File: src/hdl/sd_cmd_defines.svh
`ifndef SD_CMD_DEFINES_SVH
`define SD_CMD_DEFINES_SVH

// command as handed over by the host
`define SD_CMD_CMD_BITS 40
`define SD_CMD_CRC_BITS 7

// host frame, also the length of a short response
`define SD_CMD_FRAME_BITS 48
`define SD_CMD_LONG_BITS 136

// index field inside the 40-bit command
`define SD_CMD_INDEX_MSB 37
`define SD_CMD_INDEX_LSB 32

// cycles after release for the card's start bit
`define SD_CMD_NCR 64

`define SD_CMD_SYNC_STAGES 2

`endif
File: src/hdl/sd_cmd_pkg.sv
`include "sd_cmd_defines.svh"

package sd_cmd_pkg;

	// start bit, transmission bit, index, argument
	typedef logic [`SD_CMD_CMD_BITS-1:0] sd_cmd_t;
	typedef logic [`SD_CMD_FRAME_BITS-1:0] sd_frame_t;
	// right-aligned, upper bits zero for short responses
	typedef logic [`SD_CMD_LONG_BITS-1:0] sd_resp_t;
	typedef logic [`SD_CMD_CRC_BITS-1:0] sd_crc_t;
	typedef logic [5:0] sd_index_t;
	typedef logic [7:0] sd_len_t;

	// what the card is expected to send back for an index
	typedef struct packed {
		logic    no_response;
		sd_len_t length;
	} sd_resp_class_t;

	typedef enum logic [2:0] {
		CPC_IDLE,
		CPC_LOAD,
		CPC_SEND,
		CPC_WAIT_START,
		CPC_RECEIVE,
		CPC_DELIVER
	} cpc_state_e;

endpackage

File: src/hdl/cmd_deserializer.sv
`timescale 1ns/1ps
`include "sd_cmd_defines.svh"

module cmd_deserializer import sd_cmd_pkg::*; (
	input  logic     sd_clock,
	input  logic     reset,
	input  logic     rx_en,
	input  sd_len_t  length,
	input  logic     serial,
	output logic     start_seen,
	output logic     done,
	output sd_resp_t data
);

	sd_len_t count_q;
	logic    active_q;
	logic    start_bit;
	logic    last_bit;

	// first 0 on the line while hunting
	assign start_bit = rx_en && !start_seen && !serial;
	assign last_bit = active_q && (count_q == length - 8'd1);

	always_ff @(posedge sd_clock) begin
		if (reset || !rx_en) begin
			start_seen <= 1'b0;
			active_q <= 1'b0;
			count_q <= '0;
			done <= 1'b0;
		end else begin
			done <= 1'b0;
			if (start_bit) begin
				start_seen <= 1'b1;
				active_q <= 1'b1;
				// start bit already counts as the first one
				count_q <= 8'd1;
			end else if (active_q) begin
				count_q <= count_q + 8'd1;
				if (last_bit) begin
					active_q <= 1'b0;
					done <= 1'b1;
				end
			end
		end
	end

	// clearing on the start bit keeps short responses right-aligned
	always_ff @(posedge sd_clock) begin
		if (start_bit) begin
			data <= '0;
		end else if (rx_en && active_q) begin
			data <= {data[`SD_CMD_LONG_BITS-2:0], serial};
		end
	end

	a_length_legal: assert property (
		@(posedge sd_clock) disable iff (reset)
		rx_en |-> (length == sd_len_t'(`SD_CMD_FRAME_BITS) ||
			length == sd_len_t'(`SD_CMD_LONG_BITS))
	) else $error("cmd_deserializer: unexpected response length %0d", length);

endmodule

File: config.mk
export PLATFORM = sky130hd
export DESIGN_NAME = cmd_deserializer
export DESIGN_NICKNAME = d
export VERILOG_FILES = /design/src/hdl/sd_cmd_pkg.sv /design/src/hdl/cmd_deserializer.sv
export VERILOG_INCLUDE_DIRS = /design/src /design/src/hdl
export SDC_FILE = /design/constraint.sdc
export NUM_CORES = 1
export LEC_CHECK = 0
export ABC_AREA = 1
export BUFFER_PORTS_ARGS = -buffer_cell sky130_fd_sc_hd__buf_4
export CAP_MARGIN = 30
export CORE_ASPECT_RATIO = 2
export CORE_MARGIN = 8
export CORE_UTILIZATION = 35
export CTS_CLUSTER_SIZE = 14
export DETAILED_ROUTE_END_ITERATION = 8
export PLACE_DENSITY = 0.66
export SLEW_MARGIN = 20
export SYNTH_ARGS = -nofsm -noshare
export SYNTH_HDL_FRONTEND = slang
export SYNTH_SLANG_ARGS = --single-unit
File: constraint.sdc
create_clock -name sd_clock -period 1.46 [get_ports sd_clock]
set_input_delay 0.219 -clock sd_clock [delete_from_list [all_inputs] [get_ports sd_clock]]
set_output_delay 0.219 -clock sd_clock [all_outputs]
set_load 0.01 [all_outputs]
=== Yosys cells after proc, flatten, opt, wreduce, memory -nomap -nowiden ===
Cells that the tools add are included.

* Add/subtract/negate cells: 2
* Equality and inequality tests: 1
* Multiplexer cells: 6
* Bitwise logic cells: 1
* Reduce and logical (&&, ||, !) cells: 11

{| class="wikitable"
|+ Operators by type and width
! kind !! count
|-
| 8-bit by 1-bit adder with 8-bit output (second input constant) || 1
|-
| 8-bit == test || 1
|-
| 8-bit by 1-bit subtractor with 8-bit output (second input constant) || 1
|-
| 1-bit 2-to-1 mux || 6
|-
| 1-bit logical AND || 4
|-
| 1-bit logical NOT || 3
|-
| 3-bit OR reduction || 1
|-
| 2-bit nonzero test || 1
|-
| 2-bit OR reduction || 1
|-
| 1-bit logical OR || 1
|-
| 1-bit NOT || 1
|}

* Register bits: 147
* Bits of input ports: 12
* Word-level logic and storage cells: 27

=== Depth between registers and ports, before layout ===
* Depth in word-level cells: 6
* Mapped depth: 11
* Mapped depth without buffers: 11

=== Worst setup path before layout ===
OpenSTA, ideal clock, no wires.

* Path kind: register -> register
* Start: register count_q[0]
* End: register count_q[6]
* Setup time: 0.119 ns
* Data arrival time: 1.190 ns
* Data required time: 1.341 ns
* Slack: 0.150 ns
* Cell stages (with the launch flop): 7
* Buffers on the path: 0
* Period minus slack after synthesis: 1.310 ns
* Cells stage by stage: dfxtp_1 -> ha_1 -> nand3_1 -> nor3b_1 -> nand2_1 -> o21ai_0 -> a21oi_1

* Cells in the longest elaborated chain, start to end: 1

{| class="wikitable"
|+ RTL lines
! element !! RTL line !! source
|-
| start: declaration || cmd_deserializer.sv:15 || <nowiki>sd_len_t count_q;</nowiki>
|-
| start signal: assignment || cmd_deserializer.sv:38 || <nowiki>count_q <= count_q + 8'd1;</nowiki>
|-
| 8-bit by 1-bit adder with 8-bit output || cmd_deserializer.sv:38 ||
|}

Every way passes these cells.
A chain may end at the register's enable or synchronous reset.

=== Worst setup path after layout ===
* Start: input port serial
* End: register data[76]

* Cells in the longest elaborated chain, start to end: 2

{| class="wikitable"
|+ RTL lines
! element !! RTL line !! source
|-
| start: declaration || cmd_deserializer.sv:9 || <nowiki>input logic serial,</nowiki>
|-
| 1-bit logical NOT || cmd_deserializer.sv:21 || <nowiki>assign start_bit = rx_en && !start_seen && !serial;</nowiki>
|-
| 1-bit logical AND || cmd_deserializer.sv:21 ||
|-
| end signal: assignment || cmd_deserializer.sv:52 || <nowiki>data <= {data[`SD_CMD_LONG_BITS-2:0], serial};</nowiki>
|-
| end: declaration || cmd_deserializer.sv:12 || <nowiki>output sd_resp_t data</nowiki>
|}

Every way passes these cells.

==> impl_metrics.json <==
{
  "die-area_mm2": 0.0220,
  "drive_gt1_share_pct": 26.7,
  "syn_nets": 798,
  "grt_pass1_wl_um": 24400,
  "yosysMostFrequentCell": "inv_1",
  "cp.arrival_ns": 1.67,
  "synth_commonest_cells": "176 x inv_1, 170 x nand2_1, 147 x dfxtp_1",
  "synthTopCellsByArea": "dfxtp_1 49%, o211ai_1 17%, inv_1 11%, nand2_1 11%, inv_2 3.0%",
  "finalCriticalPeriod_ns": 1.32,
  "cts_buffers": 17,
  "htree_levels": 4,
  "grt_use_total_pct": 13.6,
  "dr.pass1.iters": 4,
  "hold_violations": 0,
  "first_global_vias": 5113,
  "io_buffers": 149,
  "grt_overflow": 0,
  "start_util_pct": 35.3,
  "cts_tree": "yes",
  "cts_setup_buffers": 0,
  "synthArstFlopShare_pct": 0,
  "core_area_mm2": 0.0171,
  "synth-seq-cells": 147,
  "yosys.area.top_type": "dfxtp_1",
  "clock_skew_ns": 0.00862,
  "power_density_mw_per_mm2": 1340,
  "dpl.hpwl_um": 10300,
  "fin_util_pct": 47.0,
  "maxCapViolCount": 0,
  "syn_area_mm2": 0.00604,
  "synth_cells": 784,
  "crit_path_start_kind": "input pin",
  "ys_warn_count": 0,
  "clock_sinks": 147,
  "clk_pin_slew_ns": 0.06,
  "drv_slew": 0,
  "drcViolationCount": 0,
  "synth_edf_count": 0,
  "worstMarginPinSlew_ns": 0.419,
  "netlist-cell-type-count": 25,
  "die_h_um": 202,
  "drt_first_iter_violations": 207,
  "critPathSlowestCell": "dlygate4sd3_1",
  "diodes": 0,
  "row_count": 68,
  "synth_seq_area_share_pct": 48.7,
  "synth_top_area_share_pct": 48.7,
  "syn_to_final_growth_pct": 33.1,
  "worstPathMaxFanout": 58,
  "path_class": "in2reg",
  "outcome": "finished, final reports clean",
  "cts_buffer_depth": 2,
  "ant_nets": 0,
  "critical-path-top-delay-family": "buffers and inverters",
  "min_path_type": "in2reg",
  "wl_per_cell_um": 12.7,
  "max_stage_delay_ns": 0.53,
  "ys.flop_type": "dfxtp_1",
  "p_leak_nw": 4.53,
  "endpoint_kind": "register",
  "fmax_mhz": 760,
  "routed_wl_um": 14600,
  "peakVddDrop_uv": 862,
  "grt_max_degree": 59,
  "period_share_pct": 90.1,
  "routed_via_density": 4.56,
  "critical_path_required_ns": 1.81,
  "nNetsFinal": 936,
  "num_vias": 5219,
  "worst-path-buf-inv": 5,
  "antenna_found_initial": 0,
  "setup_violations": 0,
  "syn_avg_cell_area_um2": 7.70,
  "relSlewSlack_pct": 72.1,
  "clk_latency_ns": 0.41,
  "fillCellCount": 1700,
  "cts-root-buf": "clkbuf_16",
  "gp_congestion": 0.801,
  "crit_path_cell_trace": "dlygate4sd3_1 -> buf_4 -> inv_1 -> nand3_4 -> buf_6 -> o211ai_1 -> inv_2",
  "rsz0062_at_grt": "no",
  "die-width_um": 109,
  "total_power_mw": 10.7,
  "io_pins": 150
}
-- report_power, final --
group | switching, mW | internal [mW]
sequential | 0.256 | 4.37
clock | 1.71 | 2.87
combinational | 0.786 | 0.743
total | 2.76 | 7.98
-- layer usage --
layer | track usage [%] | part of all wire, %
met5 | 0 | 0
met4 | 4.78 | 1.3
met3 | 5.09 | 8.3
met2 | 19.6 | 42
met1 | 17.9 | 48
-- registers in the layout, indices dropped and copies added (netlist names) --
| signal | flops |
|---|---|
| data | 136 |
| count_q | 8 |
| active_q | 1 |
| done | 1 |
| start_seen | 1 |
-- path summary, 6_finish.rpt --
path              cells after the start  slack [ns]         end  startpoint
setup / recovery                      7        0.14    data[76]      serial
setup reg to reg                      6        0.15  count_q[6]  count_q[0]
hold / removal                        4        0.15    active_q       reset
hold reg to reg                       2        0.49  count_q[7]  count_q[7]
-- final cells by class --
type / instances / area, µm² / share of cell area (%)
flip-flops and latches: 147 / 2940 / 36.6
multi-input cells: 367 / 2040 / 25.4
repair buffers: 164 / 1330 / 16.5
inverters: 225 / 847 / 10.5
clock buffers: 20 / 437 / 5.43
well taps: 210 / 263 / 3.27
clock inverters: 12 / 181 / 2.26
-- worst register-to-register path, cell delays in order (launching register included) --
cell	delay, ns
dfxtp_1	0.33
ha_1	0.17
nand3_1	0.10
nor3b_1	0.29
nand2_1	0.10
o21ai_0	0.16
a21oi_1	0.05
-- cell usage in the layout (no fill, tap or decap) --
cell type        n
nand3_4          1
nor2_1          16
clkinv_2         2
nand2_2          2
or2_0            1
clkbuf_1         3
inv_2           48
dlygate4sd3_1    1
bufinv_16        4
nand3_1          8
nor4_2           1
inv_1          176
clkinv_4         4
clkinvlp_4       1
ha_1             2
o21bai_1         1
clkbuf_16       17
nor2_4           2
nand3_2          1
a21oi_1         10
nor3_1           2
inv_6            1
dfxtp_1        147
buf_4          155
nand2_1        170
o21ai_0          5
nand2_4          2
nor3b_1          1
xnor2_1          5
buf_12           7
xor2_1           2
inv_4            1
buf_6            1
o211ai_1       135
-- what timing repair did --
item	4_1_cts	5_1_grt
hold buffers	1	0
endpoints found under the setup margin	0	58
gates resized for setup	0	1
endpoints found under the hold margin	1	0
-- through the flow --
| stage | worst slack [ns] | hold WS, ns | cells | area, µm² | setup TNS (ns) |
|---|---|---|---|---|---|
| after global routing | 0.00336 | 0.160 | 1145 | 8040 | 0 |
| after detailed placement | -0.0142 | 0.428 | 1112 | 7410 | -0.0142 |
| after floorplan | 0.150 | 0.313 | 784 | 6040 | 0 |
| after global placement | 0.00371 | 0.411 | 1112 | 7410 | 0 |
| after CTS | 0.0252 | 0.132 | 1145 | 8030 | 0 |
| final | 0.144 | 0.152 | 1145 | 8040 | 0 |
-- cells by family after synthesis --
kind of cell / count (synthesis) / synth area share [%]
and+or+nand+nor: 207 / 14.0
DFF: 147 / 48.7
buffers and inverters: 270 / 17.6
adders and majority gates: 2 / 0.414
xor gates and xnor gates: 7 / 1.02
AOI/OAI and AO/OA: 151 / 18.2
(Power assumes the default switching activity.)
