--- src/hdl/sd_cmd_defines.svh ---
`ifndef SD_CMD_DEFINES_SVH
`define SD_CMD_DEFINES_SVH

// command as handed over by the host
`define SD_CMD_CMD_BITS 40
`define SD_CMD_CRC_BITS 7

// host frame, also the length of a short response
`define SD_CMD_FRAME_BITS 48
`define SD_CMD_LONG_BITS 136

// index field inside the 40-bit command
`define SD_CMD_INDEX_MSB 37
`define SD_CMD_INDEX_LSB 32

// cycles after release for the card's start bit
`define SD_CMD_NCR 64

`define SD_CMD_SYNC_STAGES 2

`endif
--- src/hdl/sd_cmd_pkg.sv ---
`include "sd_cmd_defines.svh"

package sd_cmd_pkg;

	// start bit, transmission bit, index, argument
	typedef logic [`SD_CMD_CMD_BITS-1:0] sd_cmd_t;
	typedef logic [`SD_CMD_FRAME_BITS-1:0] sd_frame_t;
	// right-aligned, upper bits zero for short responses
	typedef logic [`SD_CMD_LONG_BITS-1:0] sd_resp_t;
	typedef logic [`SD_CMD_CRC_BITS-1:0] sd_crc_t;
	typedef logic [5:0] sd_index_t;
	typedef logic [7:0] sd_len_t;

	// what the card is expected to send back for an index
	typedef struct packed {
		logic    no_response;
		sd_len_t length;
	} sd_resp_class_t;

	typedef enum logic [2:0] {
		CPC_IDLE,
		CPC_LOAD,
		CPC_SEND,
		CPC_WAIT_START,
		CPC_RECEIVE,
		CPC_DELIVER
	} cpc_state_e;

endpackage

--- src/hdl/cmd_serializer.sv ---
`timescale 1ns/1ps
`include "sd_cmd_defines.svh"

module cmd_serializer import sd_cmd_pkg::*; (
	input  logic    sd_clock,
	input  logic    reset,
	input  logic    load,
	input  logic    shift_en,
	input  sd_cmd_t cmd,
	output logic    serial,
	output logic    done
);

	sd_frame_t shift_q;
	sd_len_t   count_q;
	logic      busy_q;
	sd_crc_t   crc;

	// crc7, x^7 + x^3 + 1, fed msb first
	function automatic sd_crc_t crc7(input sd_cmd_t bits);
		sd_crc_t c;
		logic    fb;
		c = '0;
		for (int i = `SD_CMD_CMD_BITS - 1; i >= 0; i--) begin
			fb = bits[i] ^ c[`SD_CMD_CRC_BITS-1];
			c = {c[`SD_CMD_CRC_BITS-2:0], 1'b0};
			if (fb) begin
				c = c ^ 7'h09;
			end
		end
		return c;
	endfunction

	assign crc = crc7(cmd);

	always_ff @(posedge sd_clock) begin
		if (reset) begin
			busy_q <= 1'b0;
			count_q <= '0;
		end else if (load) begin
			busy_q <= 1'b1;
			count_q <= '0;
		end else if (busy_q && shift_en) begin
			count_q <= count_q + 8'd1;
			if (done) begin
				busy_q <= 1'b0;
			end
		end else begin
			// enable dropped mid-frame, give up the frame
			busy_q <= 1'b0;
		end
	end

	always_ff @(posedge sd_clock) begin
		if (load) begin
			shift_q <= {cmd, crc, 1'b1};
		end else if (busy_q && shift_en) begin
			shift_q <= {shift_q[`SD_CMD_FRAME_BITS-2:0], 1'b1};
		end
	end

	// line idles high between frames
	assign serial = busy_q ? shift_q[`SD_CMD_FRAME_BITS-1] : 1'b1;
	assign done = busy_q && shift_en && (count_q == sd_len_t'(`SD_CMD_FRAME_BITS - 1));

	a_no_load_while_shifting: assert property (
		@(posedge sd_clock) disable iff (reset) load |-> !busy_q
	) else $error("cmd_serializer: load while a frame is being shifted");

endmodule

--- config.mk ---
export PLATFORM = sky130hd
export DESIGN_NAME = cmd_serializer
export DESIGN_NICKNAME = d
export VERILOG_FILES = /design/src/hdl/sd_cmd_pkg.sv /design/src/hdl/cmd_serializer.sv
export VERILOG_INCLUDE_DIRS = /design/src /design/src/hdl
export SDC_FILE = /design/constraint.sdc
export NUM_CORES = 1
export LEC_CHECK = 0
export BUFFER_PORTS_ARGS = -buffer_cell sky130_fd_sc_hd__buf_2
export CORE_MARGIN = 2
export CORE_UTILIZATION = 55
export CTS_CLUSTER_SIZE = 10
export DETAILED_ROUTE_END_ITERATION = 8
export GPL_TIMING_DRIVEN = 0
export HOLD_SLACK_MARGIN = 0.08
export PLACE_DENSITY = 0.89
export SYNTH_ARGS = -nofsm -noshare
export SYNTH_HDL_FRONTEND = slang
export SYNTH_SLANG_ARGS = --single-unit
export TNS_END_PERCENT = 50
--- constraint.sdc ---
create_clock -name sd_clock -period 3.44 [get_ports sd_clock]
set_clock_uncertainty 0.15 [all_clocks]
set_input_delay 0.172 -clock sd_clock [delete_from_list [all_inputs] [get_ports sd_clock]]
set_output_delay 0.172 -clock sd_clock [all_outputs]
set_load 0.01 [all_outputs]
# Word-level counts from Yosys, hierarchy flattened
# Index checks and enable logic that the tools add are counted.
# op_classes
add_sub_neg	1
mul	0
div_mod_pow	0
n_eq_ne	2
shift	0
n_lt_le_gt_ge	0
mux	46
n_reduce_logical	4
bitwise	78
# op_table
op	count
two-way mux 4 bit	40
two-way mux 48 bit	2
NOT 2 bit	39
bitwise XOR 1 bit	36
adder 8 x 1 -> 8 bit (second input constant)	1
equality test 8 x 6 -> 1 bit (second input constant)	1
two-way mux 1 bit	4
inequality test 3 bit (second input constant)	1
bitwise XOR 1 bit (second input constant)	3
logical AND 1 bit	2
nonzero test 2 bit	1
OR reduction 2 bit	1
# totals
romBits	0
word_cells	134
n_memories	0
ram_bits	0
regBits	56
output_inout_bits	2
latchBits	0

# Logic depth before layout (Yosys ltp)
# logic_depth
depth_word	80
depth_mapped	7
ltp_nobuf	6

# Worst setup path before layout
# No wires, ideal clock.
# synth_path
kind	in2reg
start	input port load
end	register shift_q[10] (enable)
path_buffers	2
slack_ns	0.850
cell_stages	3
t_arrival_ns	2.028
setup_time_ns	0.412
required_ns	2.878
path_cell_list	clkbuf_1 -> clkbuf_1 -> nand2b_1
# synth_via
elab_chain_len	1
# synth_lines
item	line_no	source
start, declared	cmd_serializer.sv:7	input logic load,
nonzero test 2 bit (no source line)	--	
end signal, assigned	cmd_serializer.sv:56	shift_q <= {cmd, crc, 1'b1};
end signal, assigned	cmd_serializer.sv:58	shift_q <= {shift_q[`SD_CMD_FRAME_BITS-2:0], 1'b1};
end, declared	cmd_serializer.sv:14	sd_frame_t shift_q;
# Every way passes these cells.
# A chain may end at the register's enable or synchronous reset.

# Final worst setup path
# layout_path
start	input port cmd[33]
end	register shift_q[6], data pin
# layout_via
elab_chain_len	31
elab_cells_between_ends	61
classes_between	33 x mux; 28 x bitwise
# layout_lines
item	line_no	source
start, declared	cmd_serializer.sv:9	input sd_cmd_t cmd,
bitwise XOR 1 bit (*)	cmd_serializer.sv:25	fb = bits[i] ^ c[`SD_CMD_CRC_BITS-1];
two-way mux 4 bit (*)	cmd_serializer.sv:27	if (fb) begin
two-way mux 4 bit (2 in series)	cmd_serializer.sv:27	
NOT 2 bit (no source line)	--	
two-way mux 4 bit	cmd_serializer.sv:27	
bitwise XOR 1 bit	cmd_serializer.sv:25	
two-way mux 4 bit (3 in series)	cmd_serializer.sv:27	
NOT 2 bit (no source line)	--	
(+8 left out)	--	
two-way mux 4 bit (3 in series)	cmd_serializer.sv:27	
NOT 2 bit (no source line)	--	
two-way mux 4 bit	cmd_serializer.sv:27	
bitwise XOR 1 bit	cmd_serializer.sv:25	
two-way mux 4 bit (3 in series)	cmd_serializer.sv:27	
NOT 2 bit (no source line)	--	
two-way mux 4 bit (*)	cmd_serializer.sv:27	
two-way mux 48 bit (*)	cmd_serializer.sv:55	if (load) begin
# Mark *: on every way between the ends. The rest lies on a longest branch, timed or not.

==> results_dict.tcl <==
set metrics [dict create \
    yosys-top-cells-count "47 x edfxtp_1, 40 x mux2_2, 39 x xnor2_1" \
    hold_class "primary input to flip-flop" \
    areaGrowthSynthToFinish_pct 25.37 \
    crit_path_frequent_cell "xnor3_1" \
    peakVddDrop_mv 0.3672 \
    finalSetupViolations 0 \
    seqCellArea_um2 1592 \
    cts_buffers 5 \
    postRouteAntennaNets 0 \
    remaining_drc_errors 0 \
    ys_async_sr_fraction 0 \
    synth_cell_types 24 \
    final_layout_size_suffix_gt1_frac 0.3257 \
    clk_pin_slew_ns 0.10 \
    grt_pass1_wl_um 9660 \
    design_area_um2 3981 \
    crit_fanout 3 \
    routed_wl_um 6145 \
    multi_input_area_um2 1556 \
    synthFlopType "edfxtp_1" \
    fin_setup_tns_ns 0 \
    worstSetupPathType "primary input to flip-flop" \
    cp.arrival_ns 2.96 \
    synth_most_common_cell "edfxtp_1" \
    timing.final.max_slew_violations 0 \
    hold_viol 0 \
    grt_max_degree 25 \
    wl_per_cell_um 16.21 \
    cts_tree "built" \
    nNetsFinal 351 \
    synth-seq-area-share 0.5012 \
    via_count 1962 \
    core_area_um2 5540 \
    crit_required_ns 3.34 \
    ios 46 \
    synth.avg_cell_area_um2 14.57 \
    die_area_um2 6398 \
    die_h_um 79.99 \
    cts_resized 0 \
    synth.top_cell.area_share 0.4444 \
    status "completed" \
    worst_slew_pin_slew_ns 0.6489 \
    cp_top_family "XOR/XNOR gates" \
    holdWs_ns 0.07920 \
    synth.area.top_cells "edfxtp_1 44%, mux2_2 14%, xnor2_1 11%" \
    rows 27 \
    total_power_mw 2.222 \
    grt_use_total 0.2035 \
    grt_pass1_vias 2056 \
    crit_chain "dlygate4sd3_1 > buf_2 > xnor2_1 > xnor3_1 > xor2_1 > xnor3_1 > xnor3_1 > a21oi_1" \
    cts_max_level 2 \
    die_w_um 79.99 \
    num-fill-cells 358 \
    max_slew_margin 0.5674 \
    cellPowerDensity_nw_per_um2 558.1 \
    rsz0062_at_grt "no" \
    clk_latency_ns 0.31 \
    portBuffers 44 \
    finalCritPeriodShare 0.8889 \
    critPathBufInv 2 \
    synth.ff_latch_count 56 \
    first_pass_iters 4 \
    yosysWarnings 0 \
    yosysTopAreaCell "edfxtp_1" \
    fin_crit_ns 3.058 \
    end_kind "flip-flop" \
    fmax_mhz 327.0 \
    cts-root-buf "clkbuf_8" \
    synth_edf_count 47 \
    maxCapViolations 0 \
    syn_area_um2 3176 \
    postCtsHoldBufs 33 \
    cts_sinks 56 \
    dpl_cell_area_um2 3516 \
    netlist_instances 218 \
    grt_overflow 0 \
    cts_buffer_depth 2 \
    globalplace.congestion 0.8011 \
    post-dp-hpwl_um 4187 \
    n_antenna_cell 0 \
    antenna_found_initial 0 \
    start_util 0.5732 \
    vias_per_cell 5.177 \
    drt_iter0_markers 104 \
    start_kind "primary input" \
    cts_setup_buffers 0 \
    syn-num-nets 263 \
    slowest_stage "xnor3_1" \
    slowest_delay_ns 0.56 \
    leakagePower_nw 1.570 \
]
## worst register-to-register path, delay by kind of cell, from the launching register on
family | cells | cell delay [ns]
flip-flops | 1 | 0.40
AO/OA/AOI/OAI | 1 | 0.17
adder cells (fa/ha/maj) | 1 | 0.23
AND/OR/NAND/NOR | 3 | 0.64
## logic make-up (layout without fill, tap and decap cells)
kind of cell	count (synthesis)	in the layout	synth area share
adders and majority gates	1	1	0.003939
AOI/OAI and AO/OA	9	9	0.01418
buffers and inverters	8	97	0.009457
xor gates and xnor gates	72	72	0.2794
muxes	41	41	0.1466
DFF	56	56	0.5012
and+or+nand+nor	31	31	0.04531
## power by group
part           switching, mW  total, mW  internal, mW  leakage (nW)
clock                  0.211      0.398         0.187        0.0566
combinational          0.356      0.934         0.577         0.978
sequential            0.0251      0.891         0.866         0.536
total                  0.592       2.22          1.63          1.57
## placed cells by master, fill, tap and decap left out, types with 9 or more instances in the layout
cell type,synthesis,routed
buf_2,0,44
mux2_2,40,40
dfxtp_1,9,9
xor2_1,14,14
nor2_1,14,14
dlygate4sd3_1,0,36
edfxtp_1,47,47
xnor3_1,14,14
xnor2_1,39,39
## through the flow
stage	cells	util	setup slack (ns)
after global placement	334	0.6292	0.1318
after detailed placement	335	0.6346	0.6123
final	379	0.7186	0.3823
after CTS	376	0.7132	0.4163
after floorplan	218	-	0.8503
after global routing	379	0.7186	0.2772
## state kept, by name, indices dropped and copies added, names as in the netlist
| name | count |
|---|---|
| busy_q | 1 |
| count_q | 8 |
| shift_q | 47 |
## path summary, 6_finish.rpt
kind,slack (ns),to,depth (start not counted),from
worst min register to register,0.37,count_q[6],2,count_q[6]
worst max-delay path,0.38,shift_q[6],8,cmd[33]
worst min-delay path,0.08,shift_q[24],2,cmd[16]
worst max register to register,1.76,busy_q,5,count_q[0]
## layer usage
metal | GRT usage | up-vias | part of all wire
li1 | - | 959 | -
met1 | 0.2574 | 944 | 0.45
met2 | 0.3508 | 49 | 0.50
met3 | 0.04299 | 10 | 0.040
met4 | 0.06102 | 0 | 0.017
met5 | 0 | - | 0
## cell type report
| cell class | instances | area share |
|---|---|---|
| sequential | 56 | 0.3997 |
| multi-input combinational | 154 | 0.3909 |
| timing repair buffer | 81 | 0.1527 |
| clock buffer | 6 | 0.02357 |
| tap | 72 | 0.02263 |
| buffer | 8 | 0.007542 |
| clock inverter | 2 | 0.002828 |
No activity file was read; power rests on OpenSTA's default activity.
