`src/hdl/sd_cmd_defines.svh`:
```
`ifndef SD_CMD_DEFINES_SVH
`define SD_CMD_DEFINES_SVH

// command as handed over by the host
`define SD_CMD_CMD_BITS 40
`define SD_CMD_CRC_BITS 7

// host frame, also the length of a short response
`define SD_CMD_FRAME_BITS 48
`define SD_CMD_LONG_BITS 136

// index field inside the 40-bit command
`define SD_CMD_INDEX_MSB 37
`define SD_CMD_INDEX_LSB 32

// cycles after release for the card's start bit
`define SD_CMD_NCR 64

`define SD_CMD_SYNC_STAGES 2

`endif
```
`src/hdl/sd_cmd_pkg.sv`:
```
`include "sd_cmd_defines.svh"

package sd_cmd_pkg;

	// start bit, transmission bit, index, argument
	typedef logic [`SD_CMD_CMD_BITS-1:0] sd_cmd_t;
	typedef logic [`SD_CMD_FRAME_BITS-1:0] sd_frame_t;
	// right-aligned, upper bits zero for short responses
	typedef logic [`SD_CMD_LONG_BITS-1:0] sd_resp_t;
	typedef logic [`SD_CMD_CRC_BITS-1:0] sd_crc_t;
	typedef logic [5:0] sd_index_t;
	typedef logic [7:0] sd_len_t;

	// what the card is expected to send back for an index
	typedef struct packed {
		logic    no_response;
		sd_len_t length;
	} sd_resp_class_t;

	typedef enum logic [2:0] {
		CPC_IDLE,
		CPC_LOAD,
		CPC_SEND,
		CPC_WAIT_START,
		CPC_RECEIVE,
		CPC_DELIVER
	} cpc_state_e;

endpackage

```
`src/hdl/cmd_phys_controller.sv`:
```
`timescale 1ns/1ps
`include "sd_cmd_defines.svh"

module cmd_phys_controller import sd_cmd_pkg::*; #(
	parameter int ncr_cycles = `SD_CMD_NCR
) (
	input  logic           sd_clock,
	input  logic           reset,
	input  logic           strobe_in,
	input  logic           ack_in,
	input  logic           idle_in,
	input  sd_resp_class_t resp_class,
	input  logic           ser_done,
	input  logic           rx_start_seen,
	input  logic           rx_done,
	input  sd_resp_t       rx_data,
	output logic           ack_out,
	output logic           strobe_out,
	output logic           ser_load,
	output logic           ser_shift_en,
	output logic           drive_en,
	output logic           rx_en,
	output logic           command_timeout,
	output sd_resp_t       response
);

	// the synchroniser lag is added on top of the card's window
	localparam int win_limit = ncr_cycles + `SD_CMD_SYNC_STAGES;
	localparam int win_width = $clog2(win_limit + 1);

	cpc_state_e           state_q;
	logic [win_width-1:0] win_count_q;
	logic                 win_expired;
	logic                 rx_armed;

	assign win_expired = (win_count_q == win_width'(win_limit - 1));

	// our own last bits are still in the synchroniser right after release
	assign rx_armed = (win_count_q >= win_width'(`SD_CMD_SYNC_STAGES));

	always_ff @(posedge sd_clock) begin
		if (reset) begin
			state_q <= CPC_IDLE;
			ack_out <= 1'b0;
			command_timeout <= 1'b0;
			response <= '0;
			win_count_q <= '0;
		end else begin
			ack_out <= 1'b0;
			if (idle_in) begin
				state_q <= CPC_IDLE;
			end else begin
				case (state_q)
					CPC_IDLE: begin
						if (strobe_in) begin
							ack_out <= 1'b1;
							command_timeout <= 1'b0;
							state_q <= CPC_LOAD;
						end
					end
					CPC_LOAD: begin
						state_q <= CPC_SEND;
					end
					CPC_SEND: begin
						win_count_q <= '0;
						if (ser_done) begin
							if (resp_class.no_response) begin
								// nothing comes back, hand over zeros
								response <= '0;
								state_q <= CPC_DELIVER;
							end else begin
								state_q <= CPC_WAIT_START;
							end
						end
					end
					CPC_WAIT_START: begin
						win_count_q <= win_count_q + 1'b1;
						if (rx_start_seen) begin
							state_q <= CPC_RECEIVE;
						end else if (win_expired) begin
							command_timeout <= 1'b1;
							state_q <= CPC_IDLE;
						end
					end
					CPC_RECEIVE: begin
						if (rx_done) begin
							response <= rx_data;
							state_q <= CPC_DELIVER;
						end
					end
					CPC_DELIVER: begin
						// held here until the host takes the response
						if (ack_in) begin
							state_q <= CPC_IDLE;
						end
					end
					default: begin
						state_q <= CPC_IDLE;
					end
				endcase
			end
		end
	end

	assign ser_load = (state_q == CPC_LOAD);
	assign ser_shift_en = (state_q == CPC_SEND);
	assign drive_en = (state_q == CPC_SEND);
	// rx_en stays high from arming through the whole reception
	assign rx_en = (state_q == CPC_RECEIVE) || ((state_q == CPC_WAIT_START) && rx_armed);
	assign strobe_out = (state_q == CPC_DELIVER);

	a_no_drive_in_deliver: assert property (
		@(posedge sd_clock) disable iff (reset) !(strobe_out && drive_en)
	) else $error("cmd_phys_controller: line driven while a response is presented");

	a_ack_single_cycle: assert property (
		@(posedge sd_clock) disable iff (reset) ack_out |=> !ack_out
	) else $error("cmd_phys_controller: ack_out held for two cycles");

endmodule

```
`config.mk`:
```
export PLATFORM = sky130hd
export DESIGN_NAME = cmd_phys_controller
export DESIGN_NICKNAME = d
export VERILOG_FILES = /design/src/hdl/sd_cmd_pkg.sv /design/src/hdl/cmd_phys_controller.sv
export VERILOG_INCLUDE_DIRS = /design/src /design/src/hdl
export SDC_FILE = /design/constraint.sdc
export NUM_CORES = 1
export LEC_CHECK = 0
export ABC_AREA = 1
export BUFFER_PORTS_ARGS = -buffer_cell sky130_fd_sc_hd__buf_2
export CAP_MARGIN = 20
export CORE_ASPECT_RATIO = 0.7
export CORE_UTILIZATION = 40
export CTS_CLUSTER_DIAMETER = 80
export DETAILED_ROUTE_END_ITERATION = 16
export PLACE_DENSITY = 0.71
export SETUP_SLACK_MARGIN = 0.5
export SYNTH_ARGS = -nofsm -noshare
export SYNTH_HDL_FRONTEND = slang
export SYNTH_SLANG_ARGS = --single-unit
```
`constraint.sdc`:
```
create_clock -name sd_clock -period 2.1 [get_ports sd_clock]
set_clock_uncertainty 0.05 [all_clocks]
set_input_delay 0 -clock sd_clock [delete_from_list [all_inputs] [get_ports sd_clock]]
set_output_delay 0 -clock sd_clock [all_outputs]
set_load 0.05 [all_outputs]
```
=== Yosys cells after proc, flatten, opt, wreduce, memory -nomap -nowiden ===
Cells that the tools add are included.
Widths: inputs -> output; s select.

* Flip-flop bits (word level): 148
* Bits of input ports: 153
* Output and inout bits: 143
* Logic and storage cells: 53

* Add/subtract/negate cells: 1
* Magnitude comparators: 1
* Equality and inequality tests: 14
* Multiplexer cells: 18
* Bitwise logic cells: 2
* Reductions and logical operators: 12

{| class="wikitable"
|+ Operators with widths
! kind !! number
|-
| $mux 136 || 3
|-
| $pmux 136 s2 || 1
|-
| $mux 3 || 7
|-
| $pmux 3 s6 || 1
|-
| $reduce_and 5->1 || 3
|-
| $ne 2x2->1 const B || 7
|-
| $pmux 7 s2 || 1
|-
| $add 7x1->7 const B || 1
|-
| $eq 7x7->1 const B || 1
|-
| $ge 7x2->1 const B || 1
|-
| $eq 3x2->1 const B || 2
|-
| $eq 3x3->1 const B || 2
|-
| $reduce_bool 2->1 || 3
|-
| $mux 1 || 4
|-
| $eq 3x1->1 const B || 1
|-
| $logic_not 3->1 || 1
|-
| $ne 3x3->1 const B || 1
|-
| $reduce_or 3->1 || 1
|-
| $not 1->1 || 2
|-
| $pmux 1 s2 || 1
|-
| $reduce_and 2->1 || 1
|-
| $reduce_or 2->1 || 1
|-
| $logic_and 1x1->1 || 1
|-
| $logic_or 1x1->1 || 1
|}

=== Longest topological paths before layout ===
Gate-level depths: netlist of run 1.

* Depth in word-level cells: 4
* Mapped depth: 10

=== Worst setup path after synthesis of run 1 ===
No wires, ideal clock.

* Kind: flip-flop to flip-flop
* Start point: register state_q[2]
* End point: register response[33]
* Library setup time: 113 ps
* Arrival time: 2101 ps
* Path slack: -164 ps
* Cell stages (with the launch flop): 10
* Period minus slack after synthesis: 2264 ps
* Path through: dfxtp_1 > inv_2 > nand2_1 > nor2_1 > o21ai_0 > nand4_1 > buf_2 > nand2_1 > nand2_1 > nor2_1

* Longest elaborated chain between the ends: 3
* Elaborated cells between the ends (all ways): 8
* Classes of those cells: eq/ne: 5; mux: 1; reduce/logical: 2

{| class="wikitable"
|+ Ends and longest elaborated chain
! item !! line !! text
|-
| start, declared || cmd_phys_controller.sv:31 || <nowiki>cpc_state_e state_q;</nowiki>
|-
| start signal, assigned || cmd_phys_controller.sv:43 || <nowiki>state_q <= CPC_IDLE;</nowiki>
|-
| start signal, assigned || cmd_phys_controller.sv:51 || <nowiki>state_q <= CPC_IDLE;</nowiki>
|-
| start signal, assigned || cmd_phys_controller.sv:58 || <nowiki>state_q <= CPC_LOAD;</nowiki>
|-
| $eq 3x2->1 (*) || -- ||
|-
| named net drive_en || cmd_phys_controller.sv:21 || <nowiki>output logic drive_en,</nowiki>
|-
| $ne 2x2->1 (no line) / $reduce_bool 2->1 (equally long branches) || -- ||
|-
| $reduce_and 5->1 (no line) || -- ||
|-
| end signal, assigned || cmd_phys_controller.sv:87 || <nowiki>response <= rx_data;</nowiki>
|-
| end, declared || cmd_phys_controller.sv:24 || <nowiki>output sd_resp_t response</nowiki>
|}

The timed path passes the listed nets; every way through them passes the cells marked *.
A chain may end at the register's enable or synchronous reset.

=== Worst setup path in the final report of run 1 ===
* Start point: register state_q[1]
* End point: register response[70]

* Longest elaborated chain between the ends: 3
* Elaborated cells between the ends (all ways): 8
* Classes of those cells: eq/ne: 5; mux: 1; reduce/logical: 2

{| class="wikitable"
|+ Ends and longest elaborated chain
! item !! line !! text
|-
| $eq 3x3->1 / $eq 3x2->1 (equally long branches) || cmd_phys_controller.sv:53 || <nowiki>case (state_q)</nowiki>
|-
| $ne 2x2->1 (no line) / $reduce_bool 2->1 (equally long branches) || -- ||
|-
| $reduce_and 5->1 (no line) || -- ||
|}

Several ways; a longest one is shown, not always the timed one.

==> run summary, run 1 <==
Status: finished clean
Top-Level Pins: 296
Top post-synthesis cells by area: dfxtp_1, nand2_1, nor2_1, inv_1, buf_2
CP endpoint kind: flip-flop
Chip height: 110 µm
Post-layout power: 8640 µW
Area grow syn2layout: 71.0%
Final Non-Filler Cells: 1,763
LEAKAGE: 0.00592 µW
CTS tree: done
WP data required: 2.36 ns
Hold Vio Cnt, Final: 0
Crit path time final: 1.72 ns
Crit path DAT: 1.98 ns
CTS H-tree depth: 4
RSZ-0062 raised after global routing: true
Max Buffers Root-to-Sink: 2
Slew HR: 0.740
Synth async-reset ratio: 0
Initial Util: 0.409
Net count, final: 1,682
Fin Setup TNS: 0 ns
Synth warn: 0
Routability congestion estimate: 0.876
Peak VDD IR: 457 µV
Worst-Skew Late Latency: 0.41 ns
Sequential-to-total area share from yosys stat: 0.445
Largest net degree at the start of global routing: 80
Number of global-route vias before repair: 7,337
DIE WIDTH: 156 µm
Pwr/cell area: 758 mW/mm²
EDFF count, synth: 0
Synthesized flop and latch total: 148
Leading cell type in the layout, fill and taps excluded: nand2_1
Final wirelength: 26,100 µm
Input/output buffers: 287
DR pass1 iterations: 5
Syn Area/Cell: 6.13 µm²
Max-Cap Viols: 0
CP Max Fanout: 11
Yosys top cell area share: 0.445
Leading area contributor after synthesis: dfxtp_1
Total global-route track usage: 0.267
Post-synth design cell area: 0.00666 mm²
Routed vias/inst: 4.61
Die area: 0.0172 mm²
Initial antenna violation count: 0
Avg WL per Cell: 14.8 µm
Syn_nets: 1,243
Total gr overflow: 0
TritonCTS Buffers: 17
Slew @ Worst Pin: 0.389 ns
DR iter-0 viols: 754
Sink Count: 148
Max Fclk: 582 MHz
CP Launch Type: flip-flop
Hold_ws: 0.0393 ns
Pins over their slew limit: 0
Post-DP HPWL: 12,200 µm
Syn Inst Count: 1,087
Crit share post-route: 0.818
Placed Instances: 1,552
Synth unique cells: 22
# DRC: 0
HP Class: primary input to flip-flop
Core Area: 0.0163 mm²
Kind of critical path: flip-flop to flip-flop
Share of post-route cells with drive strength above 1: 0.293
First-pass GRT wire length: 35,700 µm
Final setup viols: 0
Worst-path clk slew: 0.06 ns
Clk root buf: clkbuf_16
Row Count: 39
Antenna viol nets, final: 0
DR vias: 8,131
Main synth FF type: dfxtp_1
# fillers: 1,277
Commonest non-fill, non-tap cells in the layout: nand2_1, nor2_1, buf_2
[logic make-up (layout without fill, tap and decap cells)]
family                   count (synthesis)  after routing  share of synthesized area
AO/OA/AOI/OAI                           15             15                     0.0120
other                                    0              1                          0
flip-flops                             148            148                      0.445
AND/OR/NAND/NOR                        758            758                      0.435
buffers and inverters                  163            613                      0.103
adder cells (fa/ha/maj)                  3              3                    0.00564
[synthesized netlist by cell type, types with 3 or more instances]
library cell / number
buf_2: 23
nand3_1: 12
buf_4: 12
nand2_1: 399
o21ai_0: 3
a21oi_1: 10
ha_1: 3
dfxtp_1: 148
nor2_1: 334
nor3_1: 4
nand4_1: 3
inv_1: 103
buf_1: 9
clkbuf_1: 14
[worst max-delay path: stages, from the launching register on]
cell and delay (ns):
dfxtp_4 0.40, inv_2 0.07, nor2_4 0.15, nand3_1 0.13, nand2_2 0.11, nor2_4 0.05
buf_12 0.15, buf_12 0.15, clkbuf_16 0.18, nor2_1 0.12, nor2_1 0.06
[flip-flops by register name, indices dropped and copies added, names as in the netlist]
| name | flops |
|---|---|
| ack_out | 1 |
| command_timeout | 1 |
| response | 136 |
| state_q | 3 |
| win_count_q | 7 |
[metal layers]
layer / vias up / share of wire / track usage / routed length, µm
met5: - / 0 / 0 / 0
met4: 0 / 0.021 / 0.0903 / 546
met3: 43 / 0.084 / 0.0753 / 2190
met2: 327 / 0.47 / 0.464 / 12300
met1: 3690 / 0.42 / 0.318 / 11000
li1: 4071 / - / - / -
[area by class of cell]
type | count | area [µm²] | share of cell area
Timing Repair Buffer | 478 | 3850 | 0.338
Multi-Input combinational cell | 776 | 3300 | 0.290
Sequential cell | 148 | 2980 | 0.261
Clock buffer | 18 | 429 | 0.0377
Inverter | 105 | 405 | 0.0356
Tap cell | 225 | 282 | 0.0247
Clock inverter | 12 | 135 | 0.0119
Antenna cell | 1 | 2.50 | 0.000220
[through the flow]
| stage | util | setup slack [ns] | instance area (µm²) |
|---|---|---|---|
| after floorplan | - | 0.417 | 6700 |
| after global placement | 0.507 | 0.212 | 8270 |
| after detailed placement | 0.507 | 0.183 | 8270 |
| after CTS | 0.659 | 0.471 | 10700 |
| after global routing | 0.699 | 0.307 | 11400 |
| final | 0.699 | 0.382 | 11400 |
[power by group]
part,internal [µW],switching [µW]
registers,3010,122
logic,921,1610
clock network,1740,1230
[repair_timing]
item                       in CTS  in global routing
buffers inserted               11                  5
gates cloned                   11                 13
hold endpoints to repair      145                  0
gates resized for setup        32                 92
setup endpoints to repair     128                141
hold buffers                  140                  0
pin swaps                       2                 58
[path summary, 6_finish.rpt]
check	from	endpoint	slack (ns)	cells past startpoint
min	resp_class[8]	state_q[1]	0.04	6
max	state_q[1]	response[70]	0.38	10
max reg2reg	state_q[1]	response[70]	0.38	10
min reg2reg	win_count_q[0]	win_count_q[0]	0.41	1
Note: power is estimated with default switching activity, not from simulation.
==> run 2: changes to the inputs <==
clock period = 1.6 ns   (was 2.1 ns; I/O delays follow)
==> run 2 against run 1 <==
Against the previous run:
- sequential share of layout area decreased by 1.5 points
- highest routed layer unchanged
- flip-flop and latch count unchanged
- power increased by 36%
- the run now ends with setup timing left
- clock power increased by 34%
- maximum frequency decreased by 0.55%
- critical path depth decreased by 1
- non-clock buffer count increased by 17
- combinational power increased by 43%
- first-iteration DRC count decreased by 15%
- critical endpoint is now response[58]
- register-to-register slack got worse by 0.51 ns
- critical path type unchanged
- global-route usage about the same
==> run summary, run 2 (synthesized netlist as in run 1, its figures left out) <==
Status: complete, but fails checks
Failing checks: setup timing
Routability congestion estimate: 0.891
Fin area: 0.0121 mm²
Avg WL per Cell: 15.8 µm
WP data required: 1.89 ns
Slew @ Worst Pin: 0.459 ns
Die area: 0.0172 mm²
Final Core Density: 0.741
Sw Share: 0.357
TritonCTS Buffers: 17
Setup slack after layout: -0.128 ns
Sink Count: 148
Number of global-route vias before repair: 7,537
Routed vias/inst: 4.81
Area grow syn2layout: 81.4%
Pins over their slew limit: 0
NetSw: 4180 µW
Max Fclk: 579 MHz
Chip height: 110 µm
Max-Cap Viols: 0
Biggest register: response
Clk root buf: clkbuf_16
HP Class: primary input to flip-flop
Share of post-route cells with drive strength above 1: 0.341
Reg-to-Reg Start: state_q[2]
Comb power frac: 0.309
RSZ-0062 raised after global routing: true
Slew HR: 0.692
Internal Power: 7530 µW
CTS H-tree depth: 4
DR iter-0 viols: 638
Net count, final: 1,699
Placed cell area: 0.00845 mm²
Post-DP HPWL: 13,100 µm
Hold Vio Cnt, Final: 0
Antenna viol nets, final: 0
Kind of critical path: flip-flop to flip-flop
# DRC: 0
Leading cell type in the layout, fill and taps excluded: nand2_1
CTS tree: done
Worst-path clk slew: 0.07 ns
Max Buffers Root-to-Sink: 2
Final wirelength: 28,100 µm
Crit share post-route: 1.08
Critical Path End: response[58]
DIE WIDTH: 156 µm
Peak VDD IR: 635 µV
Biggest regs: response: 136 flops, win_count_q: 7 flops, state_q: 3 flops
DR pass1 iterations: 5
CP endpoint kind: flip-flop
Input/output buffers: 287
Worst setup path startpoint: state_q[2]
Register share of total power: 0.351
Worst-Skew Late Latency: 0.42 ns
Pwr/cell area: 970 mW/mm²
Total global-route track usage: 0.266
Largest net degree at the start of global routing: 39
Fin Setup TNS: -4.43 ns
Placed Instances: 1,572
Largest register FFs: 136
Final setup viols: 108
Crit path DAT: 2.02 ns
Initial antenna violation count: 0
DR vias: 8,560
Post-layout power: 11,700 µW
Clock Power Share: 0.340
Reg2Reg Depth: 9
Core Area: 0.0163 mm²
Total gr overflow: 0
LEAKAGE: 0.00592 µW
R2R Setup Slk: -0.13 ns
Ant diodes: 0
Initial Util: 0.409
R2r endpoint: response[58]
Top-Level Pins: 296
CP Launch Type: flip-flop
Final Non-Filler Cells: 1,781
Crit path time final: 1.73 ns
CP Max Fanout: 6
First-pass GRT wire length: 36,000 µm
Row Count: 39
Commonest non-fill, non-tap cells in the layout: nand2_1, nor2_1, buf_2
run 2: cell count changes in the layout (fill, tap and decap cells not counted), moves of 5 or more:
| cell | before | now |
|---|---|---|
| buf_2 | 286 | 167 |
| clkbuf_4 | 0 | 91 |
| nand2_1 | 377 | 332 |
| nand2_2 | 18 | 60 |
| buf_4 | 13 | 42 |
| buf_6 | 2 | 18 |
| nor2_1 | 293 | 288 |
run 2: through the flow:
step                      hold slack [ns]  setup slack, ns
after floorplan                    0.0191          -0.0901
after global placement              0.202           -0.134
after detailed placement            0.212           -0.191
after CTS                         -0.0276           0.0111
after global routing               0.0250           -0.329
final                             0.00951           -0.128
run 2: repair_timing:
action | CTS | global route
setup endpoints to repair | 164 | 271
setup buffers | 9 | 6
hold endpoints to repair | 147 | 0
hold buffers | 140 | 0
cloned | 7 | 15
pin swaps | 34 | 46
resized for setup | 101 | 251
run 2: how the worst min path moves through the flow:
stage / startpoint / end / depth (start not counted)
final: reset / response[68] / 4
after global routing: reset / response[68] / 4
after CTS: reset / response[75] / 4
after detailed placement: idle_in / ack_out / 2
after global placement: idle_in / ack_out / 2
after floorplan: reset / win_count_q[1] / 1
run 2: layout make-up:
class / count / area (µm²)
Timing Repair Buffer: 495 / 4300
Fill cell: 1190 / 4220
Multi-Input combinational cell: 776 / 3550
Sequential cell: 148 / 2980
Clock buffer: 17 / 425
Inverter: 105 / 407
Tap cell: 225 / 282
Clock inverter: 15 / 146
run 2: power groups by stage:
stage / combinational, µW / sequential (µW) / clock [µW]
2_1_floorplan: 951 / 5070 / 0
3_3_place_gp: 2530 / 4160 / 0
3_5_place_dp: 2550 / 4160 / 0
4_1_cts: 3090 / 4090 / 4010
5_1_grt: 3840 / 4140 / 4230
6_report: 3620 / 4110 / 3980
run 2: critical path, cell delays in order, from the launching register on:
cell,delay [ns]
dfxtp_4,0.36
buf_4,0.14
nand3b_1,0.14
nand2_2,0.10
nor2_4,0.20
buf_12,0.19
buf_12,0.14
buf_16,0.12
nor2_2,0.03
nor2_1,0.15
run 2: metal layers:
| layer | global-route usage | part of all wire | vias to the layer above | wire length (µm) |
|---|---|---|---|---|
| met2 | 0.466 | 0.50 | 451 | 14000 |
| met1 | 0.313 | 0.39 | 3901 | 10900 |
| met3 | 0.0729 | 0.078 | 105 | 2180 |
| met5 | 0 | 0 | - | 0 |
| met4 | 0.100 | 0.036 | 0 | 1020 |
| li1 | - | - | 4103 | - |
